[config.mk]
export PLATFORM = sky130hd
export DESIGN_NAME = controller_standby
export DESIGN_NICKNAME = d
export VERILOG_FILES = /design/src/design/controller_pkg.sv /design/src/design/bus_event_if.sv /design/src/design/rx_byte_if.sv /design/src/design/bus_monitor.sv /design/src/design/target_fsm.sv /design/src/design/rx_queue_writer.sv /design/src/design/controller_standby.sv
export SDC_FILE = /design/constraint.sdc
export NUM_CORES = 1
export LEC_CHECK = 0
export BUFFER_PORTS_ARGS = -buffer_cell sky130_fd_sc_hd__buf_2
export CELL_PAD_IN_SITES_DETAIL_PLACEMENT = 1
export CELL_PAD_IN_SITES_GLOBAL_PLACEMENT = 1
export CORE_MARGIN = 2
export CORE_UTILIZATION = 40
export CTS_BUF_LIST = sky130_fd_sc_hd__clkbuf_2 sky130_fd_sc_hd__clkbuf_4 sky130_fd_sc_hd__clkbuf_8
export CTS_CLUSTER_SIZE = 12
export DETAILED_ROUTE_END_ITERATION = 10
export GPL_TIMING_DRIVEN = 1
export PLACE_DENSITY = 0.71
export SETUP_SLACK_MARGIN = 0.4
export SLEW_MARGIN = 30
export SYNTH_ARGS = -nofsm -noshare
export SYNTH_HDL_FRONTEND = slang
export SYNTH_HIERARCHICAL = 1
export SYNTH_SLANG_ARGS = --single-unit
[constraint.sdc]
create_clock -name clk_i -period 2.8 [get_ports clk_i]
set_input_delay 0.14 -clock clk_i [delete_from_list [all_inputs] [get_ports clk_i]]
set_output_delay 0.14 -clock clk_i [all_outputs]
set_load 0.01 [all_outputs]
[src/design/controller_pkg.sv]
// Shared types and widths for the standby target; imported by the engine, writer and top level
`default_nettype none

package controller_pkg;

  // Descriptor word as pushed into the RX descriptor queue
  localparam int RxDescWidth = 32;

  // Bus-side data byte counter
  localparam int ByteCountWidth = 16;

  // Meaning of the ninth bit of each data byte
  typedef enum logic {
    i2c_mode = 1'b0,
    i3c_mode = 1'b1
  } bus_mode_e;

  // One entry per completed write transfer
  typedef struct packed {
    logic                      err_overrun;
    logic                      err_parity;
    logic [6:0]                reserved;
    logic [6:0]                addr;
    logic [ByteCountWidth-1:0] byte_count;
  } rx_desc_t;

endpackage

`default_nettype wire

[src/design/bus_event_if.sv]
// Decoded bus conditions, driven by the bus monitor and consumed by the target engine
`default_nettype none
`timescale 1ns/1ps

interface bus_event_if;

  // All strobes are single-cycle pulses
  logic start;
  logic stop;
  logic bit_valid;
  logic bit_value;
  logic scl_fall;

  modport mon (
    output start,
    output stop,
    output bit_valid,
    output bit_value,
    output scl_fall
  );

  modport fsm (
    input start,
    input stop,
    input bit_valid,
    input bit_value,
    input scl_fall
  );

endinterface

`default_nettype wire

[src/design/rx_byte_if.sv]
// Valid/ready channel for received bytes and end-of-transfer items, engine to queue writer
`default_nettype none
`timescale 1ns/1ps

interface rx_byte_if;
  import controller_pkg::*;

  logic                      valid;
  logic                      ready;
  logic [7:0]                data;
  // Set on the end-of-transfer item, which carries no data byte
  logic                      last;
  logic                      overrun;
  logic                      parity_err;
  logic [6:0]                addr;
  logic [ByteCountWidth-1:0] byte_count;

  modport src (
    output valid, data, last, overrun, parity_err, addr, byte_count,
    input  ready
  );

  modport dst (
    input  valid, data, last, overrun, parity_err, addr, byte_count,
    output ready
  );

endinterface

`default_nettype wire

[src/design/bus_monitor.sv]
// Synchronizes SCL/SDA and turns their edges into START, STOP, bit and SCL-fall pulses
`default_nettype none
`timescale 1ns/1ps

module bus_monitor #(
  parameter int SyncStages = 2
) (
  input  logic     clk_i,
  input  logic     rst_i,
  input  logic     scl_i,
  input  logic     sda_i,
  bus_event_if.mon ev_o
);

  logic [SyncStages-1:0] scl_sync_q;
  logic [SyncStages-1:0] sda_sync_q;
  logic                  scl_s;
  logic                  sda_s;
  logic                  scl_prev_q;
  logic                  sda_prev_q;
  logic                  start_q;
  logic                  stop_q;
  logic                  rise_q;
  logic                  fall_q;
  logic                  bit_q;

  assign scl_s = scl_sync_q[SyncStages-1];
  assign sda_s = sda_sync_q[SyncStages-1];

  // Idle bus is high, so the chains come out of reset at 1
  always_ff @(posedge clk_i) begin
    if (rst_i) begin
      scl_sync_q <= '1;
      sda_sync_q <= '1;
      scl_prev_q <= 1'b1;
      sda_prev_q <= 1'b1;
      start_q    <= 1'b0;
      stop_q     <= 1'b0;
      rise_q     <= 1'b0;
      fall_q     <= 1'b0;
    end else begin
      scl_sync_q <= {scl_sync_q[SyncStages-2:0], scl_i};
      sda_sync_q <= {sda_sync_q[SyncStages-2:0], sda_i};
      scl_prev_q <= scl_s;
      sda_prev_q <= sda_s;
      // SDA edges only count while SCL stays high
      start_q    <= scl_prev_q && scl_s && sda_prev_q && !sda_s;
      stop_q     <= scl_prev_q && scl_s && !sda_prev_q && sda_s;
      rise_q     <= !scl_prev_q && scl_s;
      fall_q     <= scl_prev_q && !scl_s;
    end
  end

  // Sampled level, qualified by bit_valid
  always_ff @(posedge clk_i) begin
    bit_q <= sda_s;
  end

  assign ev_o.start     = start_q;
  assign ev_o.stop      = stop_q;
  assign ev_o.bit_valid = rise_q;
  assign ev_o.bit_value = bit_q;
  assign ev_o.scl_fall  = fall_q;

endmodule

`default_nettype wire

[src/design/target_fsm.sv]
// Target engine: address match, ACK drive with hold time, I3C T-bit check and RX byte buffering
`default_nettype none
`timescale 1ns/1ps

module target_fsm (
  input  logic                      clk_i,
  input  logic                      rst_i,
  bus_event_if.fsm                  ev_i,
  input  controller_pkg::bus_mode_e mode_i,
  input  logic [6:0]                target_addr_i,
  input  logic [19:0]               t_hd_dat_i,
  output logic                      sda_o,
  output logic                      bus_start_o,
  output logic                      bus_stop_o,
  output logic [7:0]                bus_addr_o,
  output logic                      bus_addr_valid_o,
  rx_byte_if.src                    rx_o
);
  import controller_pkg::*;

  typedef enum logic [2:0] {
    st_idle,
    st_addr,
    st_addr_ack,
    st_data,
    st_ninth,
    st_ignore
  } state_e;

  state_e                    state_q;
  logic [7:0]                shreg_q;
  logic [2:0]                bit_cnt_q;
  logic [7:0]                byte_w;
  logic                      addr_done;
  logic                      addr_hit;
  logic                      ninth_done;
  logic                      parity_bad;
  logic                      end_xfer;
  logic                      buf_free;
  logic                      byte_load;
  logic                      last_load;
  logic                      xfer_q;
  logic                      last_pend_q;
  logic                      arm_q;
  logic                      sda_tgt_q;
  logic                      hd_run_q;
  logic [19:0]               hd_cnt_q;
  logic [6:0]                addr_q;
  logic [ByteCountWidth-1:0] byte_cnt_q;
  logic                      overrun_q;
  logic                      parity_err_q;
  logic                      buf_valid_q;
  logic [7:0]                buf_data_q;
  logic                      buf_last_q;
  logic                      buf_ovr_q;
  logic                      buf_par_q;
  logic [6:0]                buf_addr_q;
  logic [ByteCountWidth-1:0] buf_cnt_q;

  assign byte_w     = {shreg_q[6:0], ev_i.bit_value};
  assign addr_done  = (state_q == st_addr) && ev_i.bit_valid && (bit_cnt_q == 3'd7);
  assign addr_hit   = addr_done && (byte_w[7:1] == target_addr_i) && !byte_w[0];
  assign ninth_done = (state_q == st_ninth) && ev_i.bit_valid;
  // T-bit makes the nine bits odd
  assign parity_bad = (mode_i == i3c_mode) && (ev_i.bit_value == ^shreg_q);
  assign end_xfer   = xfer_q && (ev_i.start || ev_i.stop);
  // Single buffer slot; a byte arriving while it is taken is dropped
  assign buf_free   = !buf_valid_q || rx_o.ready;
  assign last_load  = last_pend_q && buf_free;
  assign byte_load  = ninth_done && buf_free && !last_pend_q;

  always_ff @(posedge clk_i) begin
    if (rst_i) begin
      state_q          <= st_idle;
      bit_cnt_q        <= '0;
      xfer_q           <= 1'b0;
      last_pend_q      <= 1'b0;
      bus_addr_valid_o <= 1'b0;
      arm_q            <= 1'b0;
      sda_tgt_q        <= 1'b1;
      hd_run_q         <= 1'b0;
      hd_cnt_q         <= '0;
      sda_o            <= 1'b1;
      buf_valid_q      <= 1'b0;
      byte_cnt_q       <= '0;
      overrun_q        <= 1'b0;
      parity_err_q     <= 1'b0;
    end else begin
      bus_addr_valid_o <= addr_done;
      buf_valid_q      <= byte_load || last_load || (buf_valid_q && !rx_o.ready);

      if (end_xfer) begin
        last_pend_q <= 1'b1;
      end else if (last_load) begin
        last_pend_q <= 1'b0;
      end

      if (last_load) begin
        byte_cnt_q   <= '0;
        overrun_q    <= 1'b0;
        parity_err_q <= 1'b0;
      end else if (ninth_done) begin
        byte_cnt_q <= byte_cnt_q + 1'b1;
        if (!byte_load) begin
          overrun_q <= 1'b1;
        end
        if (parity_bad) begin
          parity_err_q <= 1'b1;
        end
      end

      if (ev_i.start) begin
        state_q   <= st_addr;
        bit_cnt_q <= '0;
        xfer_q    <= 1'b0;
      end else if (ev_i.stop) begin
        state_q <= st_idle;
        xfer_q  <= 1'b0;
      end else if (ev_i.bit_valid) begin
        case (state_q)
          st_addr: begin
            bit_cnt_q <= bit_cnt_q + 1'b1;
            if (addr_done) begin
              state_q   <= addr_hit ? st_addr_ack : st_ignore;
              xfer_q    <= addr_hit;
              arm_q     <= addr_hit;
              sda_tgt_q <= 1'b0;
            end
          end
          st_addr_ack: begin
            state_q   <= st_data;
            bit_cnt_q <= '0;
            arm_q     <= 1'b1;
            sda_tgt_q <= 1'b1;
          end
          st_data: begin
            bit_cnt_q <= bit_cnt_q + 1'b1;
            if (bit_cnt_q == 3'd7) begin
              state_q <= st_ninth;
              if (mode_i == i2c_mode) begin
                arm_q     <= 1'b1;
                sda_tgt_q <= 1'b0;
              end
            end
          end
          st_ninth: begin
            state_q   <= st_data;
            bit_cnt_q <= '0;
            if (mode_i == i2c_mode) begin
              arm_q     <= 1'b1;
              sda_tgt_q <= 1'b1;
            end
          end
          default: begin
          end
        endcase
      end

      // SDA changes t_hd_dat_i cycles after the armed SCL fall, at least one
      if (ev_i.start || ev_i.stop) begin
        arm_q    <= 1'b0;
        hd_run_q <= 1'b0;
        sda_o    <= 1'b1;
      end else if (arm_q && ev_i.scl_fall) begin
        arm_q <= 1'b0;
        if (t_hd_dat_i <= 20'd1) begin
          sda_o <= sda_tgt_q;
        end else begin
          hd_run_q <= 1'b1;
          hd_cnt_q <= t_hd_dat_i - 20'd1;
        end
      end else if (hd_run_q) begin
        if (hd_cnt_q == 20'd1) begin
          sda_o    <= sda_tgt_q;
          hd_run_q <= 1'b0;
        end else begin
          hd_cnt_q <= hd_cnt_q - 20'd1;
        end
      end
    end
  end

  always_ff @(posedge clk_i) begin
    if (ev_i.bit_valid && (state_q == st_addr || state_q == st_data)) begin
      shreg_q <= byte_w;
    end
    if (addr_done) begin
      bus_addr_o <= byte_w;
    end
    if (addr_hit) begin
      addr_q <= byte_w[7:1];
    end
    if (byte_load) begin
      buf_data_q <= shreg_q;
      buf_last_q <= 1'b0;
    end
    // End item snapshots the transfer status
    if (last_load) begin
      buf_data_q <= '0;
      buf_last_q <= 1'b1;
      buf_ovr_q  <= overrun_q;
      buf_par_q  <= parity_err_q;
      buf_addr_q <= addr_q;
      buf_cnt_q  <= byte_cnt_q;
    end
  end

  assign bus_start_o     = ev_i.start;
  assign bus_stop_o      = ev_i.stop;
  assign rx_o.valid      = buf_valid_q;
  assign rx_o.data       = buf_data_q;
  assign rx_o.last       = buf_last_q;
  assign rx_o.overrun    = buf_ovr_q;
  assign rx_o.parity_err = buf_par_q;
  assign rx_o.addr       = buf_addr_q;
  assign rx_o.byte_count = buf_cnt_q;

endmodule

`default_nettype wire

[src/design/rx_queue_writer.sv]
// Pushes received bytes into the RX data queue and one descriptor per transfer into its queue
`default_nettype none
`timescale 1ns/1ps

module rx_queue_writer (
  input  logic                     clk_i,
  input  logic                     rst_i,
  rx_byte_if.dst                   rx_i,
  output logic                     rx_queue_wvalid_o,
  output logic [7:0]               rx_queue_wdata_o,
  input  logic                     rx_queue_wready_i,
  output logic                     rx_desc_queue_wvalid_o,
  output controller_pkg::rx_desc_t rx_desc_queue_wdata_o,
  input  logic                     rx_desc_queue_wready_i
);
  import controller_pkg::*;

  logic                   dq_valid_q;
  logic [7:0]             dq_data_q;
  logic                   desc_valid_q;
  logic [RxDescWidth-1:0] desc_q;
  logic                   data_acc;
  logic                   last_acc;
  rx_desc_t               desc_w;

  // End item waits for the data register to drain, so the descriptor
  // always follows the transfer's last byte
  assign rx_i.ready = !dq_valid_q &&
                      (rx_i.last ? !desc_valid_q : rx_queue_wready_i);

  assign data_acc = rx_i.valid && rx_i.ready && !rx_i.last;
  assign last_acc = rx_i.valid && rx_i.ready && rx_i.last;

  always_comb begin
    desc_w             = '0;
    desc_w.err_overrun = rx_i.overrun;
    desc_w.err_parity  = rx_i.parity_err;
    desc_w.addr        = rx_i.addr;
    // Bus-side count, dropped bytes included
    desc_w.byte_count  = rx_i.byte_count;
  end

  always_ff @(posedge clk_i) begin
    if (rst_i) begin
      dq_valid_q   <= 1'b0;
      desc_valid_q <= 1'b0;
    end else begin
      if (data_acc) begin
        dq_valid_q <= 1'b1;
      end else if (rx_queue_wready_i) begin
        dq_valid_q <= 1'b0;
      end

      if (last_acc) begin
        desc_valid_q <= 1'b1;
      end else if (rx_desc_queue_wready_i) begin
        desc_valid_q <= 1'b0;
      end
    end
  end

  always_ff @(posedge clk_i) begin
    if (data_acc) begin
      dq_data_q <= rx_i.data;
    end
    if (last_acc) begin
      desc_q <= desc_w;
    end
  end

  assign rx_queue_wvalid_o      = dq_valid_q;
  assign rx_queue_wdata_o       = dq_data_q;
  assign rx_desc_queue_wvalid_o = desc_valid_q;
  assign rx_desc_queue_wdata_o  = rx_desc_t'(desc_q);

endmodule

`default_nettype wire

[src/design/controller_standby.sv]
// Top of the standby I2C/I3C write target; connects bus monitor, engine and queue writer
`default_nettype none
`timescale 1ns/1ps

module controller_standby #(
  parameter int SyncStages = 2
) (
  input  logic                                 clk_i,
  input  logic                                 rst_i,

  // Bus pins, SDA is open drain
  input  logic                                 ctrl_scl_i,
  input  logic                                 ctrl_sda_i,
  output logic                                 ctrl_sda_o,

  input  logic                                 i3c_en_i,
  input  logic [6:0]                           target_addr_i,
  input  logic [19:0]                          t_hd_dat_i,

  // RX data queue
  output logic                                 rx_queue_wvalid_o,
  input  logic                                 rx_queue_wready_i,
  output logic [7:0]                           rx_queue_wdata_o,

  // RX descriptor queue
  output logic                                 rx_desc_queue_wvalid_o,
  input  logic                                 rx_desc_queue_wready_i,
  output logic [controller_pkg::RxDescWidth-1:0] rx_desc_queue_wdata_o,

  // Bus condition and address report
  output logic                                 bus_start_o,
  output logic                                 bus_stop_o,
  output logic [7:0]                           bus_addr_o,
  output logic                                 bus_addr_valid_o
);
  import controller_pkg::*;

  bus_event_if bus_ev ();
  rx_byte_if   rx_byte ();

  bus_monitor #(
    .SyncStages(SyncStages)
  ) u_bus_monitor (
    .clk_i(clk_i),
    .rst_i(rst_i),
    .scl_i(ctrl_scl_i),
    .sda_i(ctrl_sda_i),
    .ev_o (bus_ev)
  );

  target_fsm u_target_fsm (
    .clk_i           (clk_i),
    .rst_i           (rst_i),
    .ev_i            (bus_ev),
    .mode_i          (bus_mode_e'(i3c_en_i)),
    .target_addr_i   (target_addr_i),
    .t_hd_dat_i      (t_hd_dat_i),
    .sda_o           (ctrl_sda_o),
    .bus_start_o     (bus_start_o),
    .bus_stop_o      (bus_stop_o),
    .bus_addr_o      (bus_addr_o),
    .bus_addr_valid_o(bus_addr_valid_o),
    .rx_o            (rx_byte)
  );

  rx_queue_writer u_rx_queue_writer (
    .clk_i                 (clk_i),
    .rst_i                 (rst_i),
    .rx_i                  (rx_byte),
    .rx_queue_wvalid_o     (rx_queue_wvalid_o),
    .rx_queue_wdata_o      (rx_queue_wdata_o),
    .rx_queue_wready_i     (rx_queue_wready_i),
    .rx_desc_queue_wvalid_o(rx_desc_queue_wvalid_o),
    .rx_desc_queue_wdata_o (rx_desc_queue_wdata_o),
    .rx_desc_queue_wready_i(rx_desc_queue_wready_i)
  );

endmodule

`default_nettype wire

# ---- After elaboration in Yosys (flattened, before gate mapping)
# Cells that the tools add are included.
dict set report word_totals {
  input_bits 34
  output_inout_bits 54
  regBits 155
  wordCells 167
}
dict set report op_classes {
  addsub 4
  reduce_logical 68
  n_mux 36
  n_eq_ne 17
  n_lt_le_gt_ge 1
  bitwise 4
}
# operator n
set ops {}
lappend ops {{2-to-1 mux 20 bit} 4}
lappend ops {{subtractor 20 x 1 -> 20 bit, second input constant} 2}
lappend ops {{2-to-1 mux 1 bit} 25}
lappend ops {{logical AND 1 bit} 24}
lappend ops {{equality test 20 x 1 -> 1 bit, second input constant} 1}
lappend ops {{<= comparator 20 x 1 -> 1 bit, second input constant} 1}
lappend ops {{adder 16 x 1 -> 16 bit, second input constant} 1}
lappend ops {{AND reduction 4 bit} 3}
lappend ops {{nonzero test 2 bit} 6}
lappend ops {{zero test 1 bit} 11}
lappend ops {{OR reduction 2 bit} 5}
lappend ops {{2-to-1 mux 3 bit} 3}
lappend ops {{case mux 3 bit (3 select lines)} 1}
lappend ops {{AND reduction 3 bit} 3}
lappend ops {{!= test 2 bit, second input constant} 4}
lappend ops {{!= test 4 x 3 -> 1 bit, second input constant} 2}
lappend ops {{case mux 1 bit (4 select lines)} 2}
lappend ops {{AND reduction 8 bit} 1}
lappend ops {{parity 8 bit} 1}
lappend ops {{equality test 7 bit} 1}
lappend ops {{equality test 3 x 2 -> 1 bit, second input constant} 2}
lappend ops {{equality test 3 bit, second input constant} 2}
lappend ops {{!= test 2 x 1 -> 1 bit, second input constant} 3}
lappend ops {{case mux 3 bit (2 select lines)} 1}
lappend ops {{11 further kinds} 21}

# ---- Depth between registers and ports, before layout
# Gate-level depths: netlist of run 1.
dict set report depth {
  ltp_word 11
  ltp_mapped 10
  depth_no_buf 8
}

# ---- By module
# Netlist of run 1, hierarchy kept.
# module seq_area_each_um2 cells_per_inst area_per_inst_um2 instances
set modules_own_cells {}
lappend modules_own_cells {target_fsm 2662.6 496 4997.3 1}
lappend modules_own_cells {rx_queue_writer 1031.0 54 1157.4 1}
lappend modules_own_cells {bus_monitor 220.2 23 320.3 1}

# ---- Worst setup path after synthesis of run 1
# No wires, ideal clock.
dict set report synth_path {
  path_type {reg2reg}
  start {reg u_target_fsm.shreg_q[5]}
  end {reg u_target_fsm.arm_q}
  setup_slack_ns 0.278
  t_required_ns 2.686
  n_path_buf 0
  stages_incl_launch_ff 6
  setup_ns 0.114
  synth_period_minus_slack_ns 2.522
  arrival_ns 2.407
  path_cell_list {edfxtp_1 xor2_1 or4_1 nor3_1 nor3_1 a2111oi_0}
}
dict set report synth_between {
  elab_chain_len 5
}
# element line
set synth_rtl {}
lappend synth_rtl {{start, declared} target_fsm.sv:31} ;# logic [7:0] shreg_q;
lappend synth_rtl {{start signal, assigned} target_fsm.sv:185} ;# shreg_q <= byte_w;
lappend synth_rtl {{equality test 7 bit} target_fsm.sv:62} ;# assign addr_hit = addr_done && (byte_w[7:1] == target_addr_i) && !byte_w[0];
lappend synth_rtl {{logical AND 1 bit (2 in a row)} target_fsm.sv:62}
lappend synth_rtl {{named net u_target_fsm.addr_hit} target_fsm.sv:35} ;# logic addr_hit;
lappend synth_rtl {{2-to-1 mux 1 bit} target_fsm.sv:123} ;# if (addr_done) begin
lappend synth_rtl {{case mux 1 bit (4 select lines)} target_fsm.sv:120} ;# case (state_q)
lappend synth_rtl {{end signal, assigned} target_fsm.sv:126} ;# arm_q <= addr_hit;
lappend synth_rtl {{end, declared} target_fsm.sv:44} ;# logic arm_q;
# The timed path passes the listed nets, and every way through them passes these cells. The select of a mux whose other input is x is not followed.
# A chain may end at the register's enable or synchronous reset.

# ---- Final worst setup path of run 1
dict set report layout_path {
  start {reg u_target_fsm.hd_cnt_q[9]}
  end {reg u_target_fsm.hd_cnt_q[13]}
}
dict set report layout_between {
  elab_chain_len 4
  word_cells_on_any_way 7
  classes_between {1 x add/sub; 2 x eq/ne; 3 x mux; 1 x reduce/logical}
}
# element line
set layout_rtl {}
lappend layout_rtl {{start, declared} target_fsm.sv:47} ;# logic [19:0] hd_cnt_q;
lappend layout_rtl {{start signal, assigned} target_fsm.sv:170} ;# hd_cnt_q <= t_hd_dat_i - 20'd1;
lappend layout_rtl {{start signal, assigned} target_fsm.sv:177} ;# hd_cnt_q <= hd_cnt_q - 20'd1;
lappend layout_rtl {{subtractor 20 x 1 -> 20 bit} target_fsm.sv:177}
lappend layout_rtl {{2-to-1 mux 20 bit} target_fsm.sv:173} ;# if (hd_cnt_q == 20'd1) begin
lappend layout_rtl {{2-to-1 mux 20 bit} target_fsm.sv:172} ;# end else if (hd_run_q) begin
lappend layout_rtl {{2-to-1 mux 20 bit} target_fsm.sv:164} ;# end else if (arm_q && ev_i.scl_fall) begin
# Several ways; a longest one is shown, not always the timed one. The select of a mux whose other input is x is not followed.

==> results of run 1 <==
-- how the worst min path moves through the flow --
stage / startpoint / endpoint / depth (start not counted)
3_3_place_gp: ctrl_scl_i / u_bus_monitor/scl_sync_q[0] / 2
3_5_place_dp: ctrl_scl_i / u_bus_monitor/scl_sync_q[0] / 2
2_1_floorplan: rst_i / u_rx_queue_writer/rx_desc_queue_wvalid_o / 1
5_1_grt: rx_queue_wready_i / u_rx_queue_writer/rx_queue_wvalid_o / 3
4_1_cts: rx_queue_wready_i / u_rx_queue_writer/rx_queue_wvalid_o / 3
6_report: rx_queue_wready_i / u_rx_queue_writer/rx_queue_wvalid_o / 3
-- layer usage --
metal	vias to the layer above	track usage (%)
li1	2256	-
met1	2299	19.9
met2	106	31.5
met3	21	4.01
met4	0	6.46
met5	-	0
-- logic make-up after synthesis --
kind of cell    after synthesis  share of synthesized area, %
other cells                   1                        0.0579
simple gates                198                          16.5
mux                           8                          1.26
fa+ha+maj                     7                          1.35
buf+inv                      48                          3.79
xor+xnor                     46                          6.22
compound gates              110                          10.3
flops                       155                          60.4
-- cells in the final DEF (no fill, tap or decap), types with 12 or more instances in the layout --
cell type | synthesis | layout
nor3_1 | 15 | 14
xnor2_1 | 25 | 25
buf_4 | 9 | 12
inv_1 | 20 | 20
dfxtp_1 | 74 | 74
nand2_1 | 37 | 37
a21oi_1 | 36 | 36
nor2_1 | 50 | 49
buf_2 | 1 | 80
nand3_1 | 20 | 18
edfxtp_1 | 81 | 81
clkbuf_8 | 0 | 17
o21ai_0 | 31 | 30
xor2_1 | 21 | 21
-- registers in the layout, indices dropped and copies added, names as in the netlist, 2 cells and up --
signal and flops:
u_target_fsm/rx_o.data 8, u_target_fsm/byte_cnt_q 16, u_bus_monitor/scl_sync_q 2, u_target_fsm/hd_cnt_q 20
u_rx_queue_writer/rx_desc_queue_wdata_o 25, u_target_fsm/bit_cnt_q 3, u_target_fsm/addr_q 7, u_target_fsm/shreg_q 8
u_target_fsm/bus_addr_o 8, u_target_fsm/rx_o.byte_count 16, u_bus_monitor/sda_sync_q 2, u_target_fsm/rx_o.addr 7
u_target_fsm/state_q 3, u_rx_queue_writer/rx_queue_wdata_o 8
-- area by class of cell --
type / instances / area, um2 / area share, %
inverter: 20 / 75.1 / 0.982
clock buffer: 20 / 256 / 3.35
tap: 216 / 270 / 3.53
multi-input combinational: 378 / 2400 / 31.4
sequential: 155 / 3910 / 51.2
clock inverter: 12 / 198 / 2.59
timing repair buffer: 96 / 531 / 6.94
-- per-stage QoR --
step / instances / power [mW] / hold WS [ns]
after detailed placement: 859 / 2.54 / 0.335
after global routing: 897 / 4.50 / 0.0210
after CTS: 895 / 4.41 / 0.0165
final: 897 / 4.36 / 0.0390
after global placement: 859 / 2.54 / 0.341
after floorplan: 579 / 2.49 / 0.209
-- critical path, stage by stage (launching register included) --
cell and delay [ns]:
dfxtp_1 0.36, or4_4 0.58, and4b_1 0.31, nand4_1 0.33, and3_4 0.33, a211o_1 0.26, o31ai_1 0.07
-- where the power goes --
group / total (mW) / switching (mW) / internal, mW / leakage, nW
clock: 1.87 / 0.781 / 1.09 / 0.231
combinational: 0.116 / 0.0683 / 0.0473 / 1.25
sequential: 2.38 / 0.00639 / 2.37 / 1.31
total: 4.36 / 0.856 / 3.51 / 2.79
-- timing repair --
action                                  in CTS  in global routing
resized for setup                            2                  7
hold buffers                                 4                  0
endpoints found under the setup margin       2                 27
hold endpoints to repair                     4                  0
pin swaps                                    0                  2
gates cloned                                 0                  2
buffers inserted                             0                  0
==> results_tabular.tex, run 1 <==
\begin{tabular}{lr}
\hline
Metric & Value \\
\hline
\multicolumn{2}{l}{\textbf{Outcome}} \\
Outcome & completed \\
\multicolumn{2}{l}{\textbf{Timing}} \\
Actual slew at the worst max-slew pin & 0.854 ns \\
Final worst slack & 0.470 ns \\
Unrepaired setup endpoints after global routing & true \\
Tmin final & 2.33 ns \\
Fin. max-slew vios & 0 \\
Final worst-path cycle share & 83.2\% \\
Final Skew & 0.0125 ns \\
Maximum clock frequency & 429 MHz \\
Hold Fails Final Rpt & 0 \\
Tightest slew margin relative to the limit & 43.0\% \\
Final sum of negative setup slack & 0 ns \\
Setup-failing EPs final & 0 \\
\multicolumn{2}{l}{\textbf{Global route}} \\
Vias in the first global route & 4,911 \\
Number of antenna violations at the first check in global routing & 0 \\
Congestion Overflow GR & 0 \\
First-pass GRT wire length & 24,300 um \\
GRT Total Usage & 17.4\% \\
Pin count of the biggest net entering global routing & 32 \\
\multicolumn{2}{l}{\textbf{Critical path}} \\
Worst endpoint data arrival time & 2.67 ns \\
End of the critical path & u\_target\_fsm/hd\_cnt\_q[13] \\
CP startpoint & u\_target\_fsm/hd\_cnt\_q[9] \\
Worst Setup Path Type & flip-flop to flip-flop \\
Endpoint required time on the critical path & 3.14 ns \\
Setup slack on the worst flop-to-flop path & 0.47 ns \\
FF-to-FF path depth & 6 \\
Max Fanout on Critical Path & 8 \\
FF-to-FF Start & u\_target\_fsm/hd\_cnt\_q[9] \\
Kind of start point of the critical path & flip-flop \\
Endpoint of the worst register-to-register path & u\_target\_fsm/hd\_cnt\_q[13] \\
Setup crit end kind & flip-flop \\
\multicolumn{2}{l}{\textbf{Placement}} \\
Pre-CTS WS & 0.236 ns \\
Number of I/O port buffers & 80 \\
Post-DP HPWL & 10,700 um \\
Cell area after placement & 0.00710 mm2 \\
RD Place Congestion & 0.865 \\
\multicolumn{2}{l}{\textbf{Detailed routing}} \\
Detailed route wirelength on metal3 & 525 um \\
Routed len/inst & 16.6 um \\
Via-per-instance ratio & 5.22 \\
Remaining design rule violation count & 0 \\
Met2 wire len & 7590 um \\
Via count of the routed design & 4,682 \\
Highest metal layer with signal wires & met4 \\
Detailed-routing iteration count for the pre-antenna-repair pass & 4 \\
Met1 routed wirelength after detailed routing & 6430 um \\
Antenna violation net count after detailed routing & 0 \\
Initial DRC count & 219 \\
Total detailed-routing wirelength & 14,900 um \\
\multicolumn{2}{l}{\textbf{Floorplanning}} \\
CORE AREA & 0.0158 mm2 \\
Starting density of the core & 40.9\% \\
Horizontal die dimension & 131 um \\
Area of the die & 0.0172 mm2 \\
FP Rows & 46 \\
Count of pins on the block boundary & 88 \\
Y dimension of the die & 131 um \\
\multicolumn{2}{l}{\textbf{Yosys}} \\
Leading cell types by total area after synthesis & edfxtp\_1, dfxtp\_1, xnor2\_1, nor2\_1, xor2\_1 \\
Unique masters post-synth & 62 \\
Share of synthesized area occupied by flip-flops and latches & 60.4\% \\
Largest area contributor in the netlist & edfxtp\_1 \\
Async set-reset flop share out of synthesis & 0\% \\
Most frequent cell after synthesis & edfxtp\_1 \\
Commonest cells in the netlist & edfxtp\_1, dfxtp\_1, nor2\_1 \\
Dominant register cell in the synthesized netlist & edfxtp\_1 \\
Syn avg cell area & 11.3 um2 \\
Total standard cell area after synthesis & 0.00647 mm2 \\
Number of enable flip-flop cells after synthesis & 81 \\
Synth Register Bits & 155 \\
Synthesis Warnings & 6 \\
Gate Count Post-Synth & 573 \\
Top cell type's share of synthesized area & 37.6\% \\
\multicolumn{2}{l}{\textbf{Finish}} \\
Final design area excluding fillers & 0.00765 mm2 \\
Number of fillers in the final layout & 1,740 \\
Synth-to-layout area growth & 18.1\% \\
Final core utilization & 48.3\% \\
Proportion of layout cells with a drive suffix above 1 & 21.4\% \\
Antenna cell count & 0 \\
Number of nets in the layout & 709 \\
\multicolumn{2}{l}{\textbf{CTS}} \\
Clock transition at the registers of the reported paths & 0.08 ns \\
CTS tree & built \\
CTS Buf Count & 17 \\
H-tree levels & 4 \\
Skew-Pair Late Insertion Delay & 0.43 ns \\
Root buf cell & clkbuf\_8 \\
Clock tree buffer depth & 2 \\
Clock sinks & 155 \\
\multicolumn{2}{l}{\textbf{Min path}} \\
Path class of the lowest-slack min-delay path & input port to flip-flop \\
\multicolumn{2}{l}{\textbf{Run}} \\
Number of maximum-capacitance constraint violations & 0 \\
\multicolumn{2}{l}{\textbf{Power and ir drop}} \\
Power density cells & 571 mW/mm2 \\
Leakage & 2.79 nW \\
Largest voltage drop on the vdd net & 0.381 mV \\
\hline
\end{tabular}
No activity file was read; power rests on OpenSTA's default activity.
==> inputs of run 2 (changes only) <==
--- a/config.mk
+++ b/config.mk
@@ -14,7 +14,7 @@
 export CTS_CLUSTER_SIZE = 12
 export DETAILED_ROUTE_END_ITERATION = 10
 export GPL_TIMING_DRIVEN = 1
-export PLACE_DENSITY = 0.71
+export PLACE_DENSITY = 0.74
 export SETUP_SLACK_MARGIN = 0.4
 export SLEW_MARGIN = 30
 export SYNTH_ARGS = -nofsm -noshare
==> constraint.sdc (replaced) <==
create_clock -name clk_i -period 2 [get_ports clk_i]
set_input_delay 0.1 -clock clk_i [delete_from_list [all_inputs] [get_ports clk_i]]
set_output_delay 0.1 -clock clk_i [all_outputs]
set_load 0.01 [all_outputs]
==> results_tabular.tex, run 2 (synthesized netlist as in run 1, its figures left out) <==
\begin{tabular}{lr}
\hline
Metric & Value \\
\hline
\multicolumn{2}{l}{\textbf{Outcome}} \\
Outcome & finished, violations left (was completed) \\
Failing checks & setup timing \\
\multicolumn{2}{l}{\textbf{Finish}} \\
Synth-to-layout area growth & 35.5\% (was 18.1\%) \\
Final core utilization & 55.4\% (was 48.3\%) \\
Finished Layout Cells & 990 (was 897) \\
Final design area excluding fillers & 0.00878 mm2 (was 0.00765 mm2) \\
Proportion of layout cells with a drive suffix above 1 & 39.8\% (was 21.4\%) \\
Antenna cell count & 0 (unchanged) \\
Number of nets in the layout & 802 (was 709) \\
Commonest non-fill, non-tap cells in the layout & edfxtp\_1, buf\_2, buf\_4, dfxtp\_1, nor2\_1 (was edfxtp\_1, buf\_2, dfxtp\_1, nor2\_1, nand2\_1) \\
Largest register FFs & 25 (unchanged) \\
Most common cell after layout, fill and taps aside & edfxtp\_1 (unchanged) \\
\multicolumn{2}{l}{\textbf{CTS}} \\
Skew-Pair Late Insertion Delay & 0.44 ns (was 0.43 ns) \\
CTS tree & built (unchanged) \\
Clock tree buffer depth & 2 (unchanged) \\
Clock transition at the registers of the reported paths & 0.09 ns (was 0.08 ns) \\
CTS Buf Count & 17 (unchanged) \\
H-tree levels & 4 (unchanged) \\
Clock sinks & 155 (unchanged) \\
Root buf cell & clkbuf\_8 (unchanged) \\
\multicolumn{2}{l}{\textbf{Power and ir drop}} \\
Leakage & 3.37 nW (was 2.79 nW) \\
Power consumption & 5.76 mW (was 4.36 mW) \\
Largest voltage drop on the vdd net & 0.591 mV (was 0.381 mV) \\
Power density cells & 656 mW/mm2 (was 571 mW/mm2) \\
\multicolumn{2}{l}{\textbf{Timing}} \\
Hold Fails Final Rpt & 0 (unchanged) \\
Actual slew at the worst max-slew pin & 0.530 ns (was 0.854 ns) \\
Setup-failing EPs final & 21 (was 0) \\
Smallest hold slack & 0.0484 ns (was 0.0390 ns) \\
Maximum clock frequency & 473 MHz (was 429 MHz) \\
Final worst slack & -0.114 ns (was 0.470 ns) \\
Tmin final & 2.11 ns (was 2.33 ns) \\
Final worst-path cycle share & 106\% (was 83.2\%) \\
Tightest slew margin relative to the limit & 63.7\% (was 43.0\%) \\
Final Skew & 0.0134 ns (was 0.0125 ns) \\
Final sum of negative setup slack & -1.36 ns (was 0 ns) \\
Fin. max-slew vios & 0 (unchanged) \\
Unrepaired setup endpoints after global routing & true (unchanged) \\
\multicolumn{2}{l}{\textbf{Global route}} \\
Pin count of the biggest net entering global routing & 32 (unchanged) \\
Number of antenna violations at the first check in global routing & 0 (unchanged) \\
Congestion Overflow GR & 0 (unchanged) \\
GRT Total Usage & 20.0\% (was 17.4\%) \\
Vias in the first global route & 5,509 (was 4,911) \\
First-pass GRT wire length & 27,600 um (was 24,300 um) \\
\multicolumn{2}{l}{\textbf{Critical path}} \\
Setup crit end kind & flip-flop (unchanged) \\
Kind of start point of the critical path & flip-flop (unchanged) \\
FF-to-FF path depth & 7 (was 6) \\
Worst endpoint data arrival time & 2.47 ns (was 2.67 ns) \\
Cell-by-cell listing of the critical path & or4\_4 > and4b\_1 > nand4\_1 > buf\_4 > and3\_4 > a211o\_1 > o31ai\_1 (was or4\_4 > and4b\_1 > nand4\_1 > and3\_4 > a211o\_1 > o31ai\_1) \\
Endpoint of the worst register-to-register path & u\_target\_fsm/hd\_cnt\_q[13] (unchanged) \\
FF-to-FF Start & u\_target\_fsm/hd\_cnt\_q[10] (was u\_target\_fsm/hd\_cnt\_q[9]) \\
Library cell contributing the largest single delay on the critical path & or4\_4 (unchanged) \\
Setup slack on the worst flop-to-flop path & -0.11 ns (was 0.47 ns) \\
Max Fanout on Critical Path & 5 (was 8) \\
Endpoint required time on the critical path & 2.35 ns (was 3.14 ns) \\
Max stage delay on crit path & 0.51 ns (was 0.58 ns) \\
Worst Setup Path Type & flip-flop to flip-flop (unchanged) \\
\multicolumn{2}{l}{\textbf{Run}} \\
Number of maximum-capacitance constraint violations & 0 (unchanged) \\
\multicolumn{2}{l}{\textbf{Detailed routing}} \\
Total detailed-routing wirelength & 19,100 um (was 14,900 um) \\
Initial DRC count & 268 (was 219) \\
Via-per-instance ratio & 5.26 (was 5.22) \\
Antenna violation net count after detailed routing & 0 (unchanged) \\
Detailed-routing iteration count for the pre-antenna-repair pass & 4 (unchanged) \\
Via count of the routed design & 5,208 (was 4,682) \\
Routed len/inst & 19.3 um (was 16.6 um) \\
Remaining design rule violation count & 0 (unchanged) \\
\multicolumn{2}{l}{\textbf{Floorplanning}} \\
FP Rows & 46 (unchanged) \\
Area of the die & 0.0172 mm2 (unchanged) \\
Starting density of the core & 40.9\% (unchanged) \\
Y dimension of the die & 131 um (unchanged) \\
CORE AREA & 0.0158 mm2 (unchanged) \\
Count of pins on the block boundary & 88 (unchanged) \\
Horizontal die dimension & 131 um (unchanged) \\
\multicolumn{2}{l}{\textbf{Placement}} \\
Pre-CTS WS & -0.423 ns (was 0.236 ns) \\
RD Place Congestion & 0.824 (was 0.865) \\
Number of I/O port buffers & 80 (unchanged) \\
Post-DP HPWL & 11,700 um (was 10,700 um) \\
DP Cell Count & 915 (was 859) \\
Cell area after placement & 0.00756 mm2 (was 0.00710 mm2) \\
\multicolumn{2}{l}{\textbf{Min path}} \\
Destination of the worst hold path & u\_target\_fsm/hd\_cnt\_q[18] (was u\_rx\_queue\_writer/rx\_queue\_wvalid\_o) \\
Beginning of the worst hold path & t\_hd\_dat\_i[18] (was rx\_queue\_wready\_i) \\
Cell depth of the worst min-delay path & 4 (was 3) \\
Path class of the lowest-slack min-delay path & input port to flip-flop (unchanged) \\
\hline
\end{tabular}
run 2: changes by cell type in the layout (fill, tap and decap cells not counted), moves of 8 or more:
cell,change
buf_4,+68
clkinvlp_4,+8
buf_6,+17
o21ai_1,+10
dfxtp_1,-10
a21oi_2,+9
o21ai_0,-12
xnor2_1,-9
xnor2_2,+9
a21oi_1,-10
run 2: area by class of cell:
class | count | area (um2)
clock buffers | 18 | 241
flip-flops and latches | 155 | 3930
repair buffers | 187 | 1320
inverters | 20 | 82.6
well taps | 216 | 270
fillers | 1694 | 7050
repair inverters | 2 | 15.0
clock inverters | 14 | 128
multi-input cells | 378 | 2790
run 2: power by group:
part	internal (mW)	leakage, nW	switching (mW)
Clock	0.919	0.176	1.30
Combinational	0.101	1.85	0.121
Sequential	3.31	1.35	0.00832
run 2: worst max path at each step:
stage	endpoint	slack [ns]	start
floorplan	u_target_fsm/hd_cnt_q[19]	-0.33	t_hd_dat_i[6]
global placement	u_target_fsm/hd_cnt_q[13]	-0.36	t_hd_dat_i[6]
detailed placement	u_target_fsm/hd_cnt_q[13]	-0.42	t_hd_dat_i[6]
CTS	u_target_fsm/hd_cnt_q[13]	-0.08	u_target_fsm/hd_cnt_q[12]
global route	u_target_fsm/sda_o	-0.24	u_target_fsm/hd_cnt_q[10]
finish	u_target_fsm/hd_cnt_q[13]	-0.11	u_target_fsm/hd_cnt_q[10]
run 2: critical path: cells and delay by family (launching register included):
family,cells,cell delay [ns]
AO/OA/AOI/OAI,2,0.33
AND/OR/NAND/NOR,4,1.17
flip-flops,1,0.34
buffers and inverters,1,0.19
run 2: routing by layer:
metal | part of all wire (%) | track usage, %
met1 | 39 | 22.1
met2 | 55 | 37.1
met3 | 3.5 | 3.86
met4 | 2.6 | 9.00
met5 | 0 | 0
run 2: repair_timing:
action,4_1_cts,5_1_grt
hold buffers,6,0
pin swaps,27,31
hold endpoints to repair,8,0
gates resized for setup,69,59
setup buffers,18,14
cloned,5,0
setup endpoints to repair,93,83
==> inputs of run 3 (changes only) <==
--- a/config.mk
+++ b/config.mk
@@ -14,6 +14,7 @@
 export CTS_CLUSTER_SIZE = 12
 export DETAILED_ROUTE_END_ITERATION = 10
 export GPL_TIMING_DRIVEN = 1
+export MAX_ROUTING_LAYER = met4
 export PLACE_DENSITY = 0.74
 export SETUP_SLACK_MARGIN = 0.4
 export SLEW_MARGIN = 30
==> results_tabular.tex, run 3 (synthesized netlist as in run 1, its figures left out) <==
\begin{tabular}{lr}
\hline
Metric & Value \\
\hline
\multicolumn{2}{l}{\textbf{Finish}} \\
Largest register FFs & 25 (unchanged) \\
Final core utilization & 55.4\% (unchanged) \\
Commonest non-fill, non-tap cells in the layout & edfxtp\_1, buf\_2, buf\_4, dfxtp\_1, nor2\_1 (unchanged) \\
Proportion of layout cells with a drive suffix above 1 & 39.8\% (unchanged) \\
Number of nets in the layout & 802 (unchanged) \\
Synth-to-layout area growth & 35.5\% (unchanged) \\
Antenna cell count & 0 (unchanged) \\
Most common cell after layout, fill and taps aside & edfxtp\_1 (unchanged) \\
\multicolumn{2}{l}{\textbf{CTS}} \\
Clock tree buffer depth & 2 (unchanged) \\
CTS tree & built (unchanged) \\
Clock sinks & 155 (unchanged) \\
Clock transition at the registers of the reported paths & 0.09 ns (about the same) \\
Root buf cell & clkbuf\_8 (unchanged) \\
H-tree levels & 4 (unchanged) \\
Skew-Pair Late Insertion Delay & 0.44 ns (about the same) \\
CTS Buf Count & 17 (unchanged) \\
\multicolumn{2}{l}{\textbf{Timing}} \\
Actual slew at the worst max-slew pin & 0.662 ns (was 0.530 ns) \\
Maximum clock frequency & 453 MHz (was 473 MHz) \\
Final Skew & 0.0145 ns (was 0.0134 ns) \\
Tmin final & 2.21 ns (was 2.11 ns) \\
Final worst slack & -0.208 ns (was -0.114 ns) \\
Tightest slew margin relative to the limit & 54.7\% (was 63.7\%) \\
Hold Fails Final Rpt & 0 (unchanged) \\
Setup-failing EPs final & 21 (unchanged) \\
Fin. max-slew vios & 0 (unchanged) \\
Final worst-path cycle share & 110\% (was 106\%) \\
Unrepaired setup endpoints after global routing & true (unchanged) \\
Smallest hold slack & 0.0511 ns (was 0.0484 ns) \\
\multicolumn{2}{l}{\textbf{Global route}} \\
Global-route met3 utilization & 4.32\% (was 3.86\%) \\
GRT Total Usage & 20.6\% (was 20.0\%) \\
Most used routing layer & met2 (unchanged) \\
Congestion Overflow GR & 0 (unchanged) \\
Number of antenna violations at the first check in global routing & 0 (unchanged) \\
Met2 demand-to-capacity share in global routing & 37.1\% (unchanged) \\
Vias in the first global route & 5,503 (was 5,509) \\
M1 GR Usage & 22.1\% (about the same) \\
Pin count of the biggest net entering global routing & 32 (unchanged) \\
First-pass GRT wire length & 27,600 um (about the same) \\
\multicolumn{2}{l}{\textbf{Critical path}} \\
Max stage delay on crit path & 0.54 ns (was 0.51 ns) \\
Worst Path Buf+Inv & 1 (unchanged) \\
Endpoint required time on the critical path & 2.26 ns (was 2.35 ns) \\
Library cell contributing the largest single delay on the critical path & or4\_4 (unchanged) \\
Worst endpoint data arrival time & 2.47 ns (about the same) \\
Max Fanout on Critical Path & 2 (was 5) \\
Setup crit end kind & flip-flop (unchanged) \\
Kind of start point of the critical path & flip-flop (unchanged) \\
Kind of cell with the highest combined delay on the critical path & simple AND/OR/NAND/NOR gates (unchanged) \\
Cell-by-cell listing of the critical path & xor2\_1 > or4\_4 > nor3\_4 > buf\_6 > nor3\_2 > a2111oi\_0 (was or4\_4 > and4b\_1 > nand4\_1 > buf\_4 > and3\_4 > a211o\_1 > o31ai\_1) \\
Worst Setup Path Type & flip-flop to flip-flop (unchanged) \\
\multicolumn{2}{l}{\textbf{Outcome}} \\
Outcome & finished, violations left (unchanged) \\
Failing checks & setup timing (unchanged) \\
\multicolumn{2}{l}{\textbf{Floorplanning}} \\
Starting density of the core & 40.9\% (unchanged) \\
FP Rows & 46 (unchanged) \\
Horizontal die dimension & 131 um (unchanged) \\
CORE AREA & 0.0158 mm2 (unchanged) \\
Y dimension of the die & 131 um (unchanged) \\
Area of the die & 0.0172 mm2 (unchanged) \\
Count of pins on the block boundary & 88 (unchanged) \\
\multicolumn{2}{l}{\textbf{Power and ir drop}} \\
Power consumption & 5.76 mW (about the same) \\
P\_int & 4.33 mW (about the same) \\
Share of total power in the clock network & 38.5\% (about the same) \\
Largest voltage drop on the vdd net & 0.584 mV (was 0.591 mV) \\
Switching power as a share of total power & 24.8\% (about the same) \\
Combinational group share of total power & 3.9\% (about the same) \\
Reg power frac & 57.6\% (was 57.7\%) \\
Power density cells & 656 mW/mm2 (about the same) \\
Power dissipated by switching net loads & 1.43 mW (about the same) \\
Leakage & 3.37 nW (unchanged) \\
\multicolumn{2}{l}{\textbf{Detailed routing}} \\
Initial DRC count & 263 (was 268) \\
Detailed-routing iteration count for the pre-antenna-repair pass & 4 (unchanged) \\
Antenna violation net count after detailed routing & 0 (unchanged) \\
Remaining design rule violation count & 0 (unchanged) \\
Via count of the routed design & 5,204 (was 5,208) \\
Via-per-instance ratio & 5.26 (about the same) \\
Total detailed-routing wirelength & 19,100 um (about the same) \\
Routed len/inst & 19.3 um (about the same) \\
\multicolumn{2}{l}{\textbf{Placement}} \\
RD Place Congestion & 0.836 (was 0.824) \\
Pre-CTS WS & -0.423 ns (unchanged) \\
Post-DP HPWL & 11,700 um (unchanged) \\
Number of I/O port buffers & 80 (unchanged) \\
\multicolumn{2}{l}{\textbf{Run}} \\
Number of maximum-capacitance constraint violations & 0 (unchanged) \\
\multicolumn{2}{l}{\textbf{Min path}} \\
Path class of the lowest-slack min-delay path & input port to flip-flop (unchanged) \\
\hline
\end{tabular}
[run 3: cell counts in the layout (fill, tap and decap cells not counted)]
No cell type changed its count.
[run 3: path summary, 6_finish.rpt]
path | from | to | slack (ns) | cells after the start
worst min-delay path | t_hd_dat_i[18] | u_target_fsm/hd_cnt_q[18] | 0.05 | 4
worst min register to register | u_target_fsm/rx_o.overrun | u_rx_queue_writer/rx_desc_queue_wdata_o[31] | 0.42 | 0
worst max register to register | u_target_fsm/shreg_q[3] | u_target_fsm/arm_q | -0.21 | 6
worst max-delay path | u_target_fsm/shreg_q[3] | u_target_fsm/arm_q | -0.21 | 6
[run 3: worst reg2reg max path: cells and delay by family (launching register included)]
kind | cells | cell delay [ns]
and+or+nand+nor | 3 | 0.76
DFF | 1 | 0.43
xor gates and xnor gates | 1 | 0.18
buffers and inverters | 1 | 0.13
AOI/OAI and AO/OA | 1 | 0.54
[run 3: layer usage]
| layer | wire length, um | vias to the layer above | share of wire [%] |
|---|---|---|---|
| met3 | 713 | 37 | 3.7 |
| met2 | 10400 | 150 | 55 |
| met1 | 7510 | 2578 | 39 |
| met4 | 480 | 0 | 2.5 |
| li1 | - | 2439 | - |
| met5 | 0 | - | 0 |
[run 3: cell type report]
class	count	area (um2)
inverters	20	82.6
clock buffers	18	241
multi-input cells	378	2790
fillers	1694	7050
repair buffers	187	1320
well taps	216	270
repair inverters	2	15.0
flip-flops and latches	155	3930
clock inverters	14	128
[run 3: stage by stage]
step | area [um2] | instances | setup TNS, ns
global placement | 7560 | 915 | -6.32
CTS | 8370 | 976 | -0.574
global route | 8780 | 990 | -3.64
detailed placement | 7560 | 915 | -7.51
floorplan | 6560 | 579 | -5.40
finish | 8780 | 990 | -1.48
[run 3: power groups by stage]
stage	clock (mW)	sequential, mW	combinational [mW]
3_3_place_gp	0	3.40	0.187
3_5_place_dp	0	3.40	0.195
6_report	2.22	3.32	0.223
4_1_cts	2.23	3.32	0.210
5_1_grt	2.41	3.32	0.240
2_1_floorplan	0	3.40	0.0911
[run 3: repair_timing]
item / CTS / global route
setup endpoints to repair: 93 / 83
buffers inserted: 18 / 14
cloned: 5 / 0
hold buffers: 6 / 0
pin swaps: 27 / 31
hold endpoints to repair: 8 / 0
resized for setup: 69 / 59
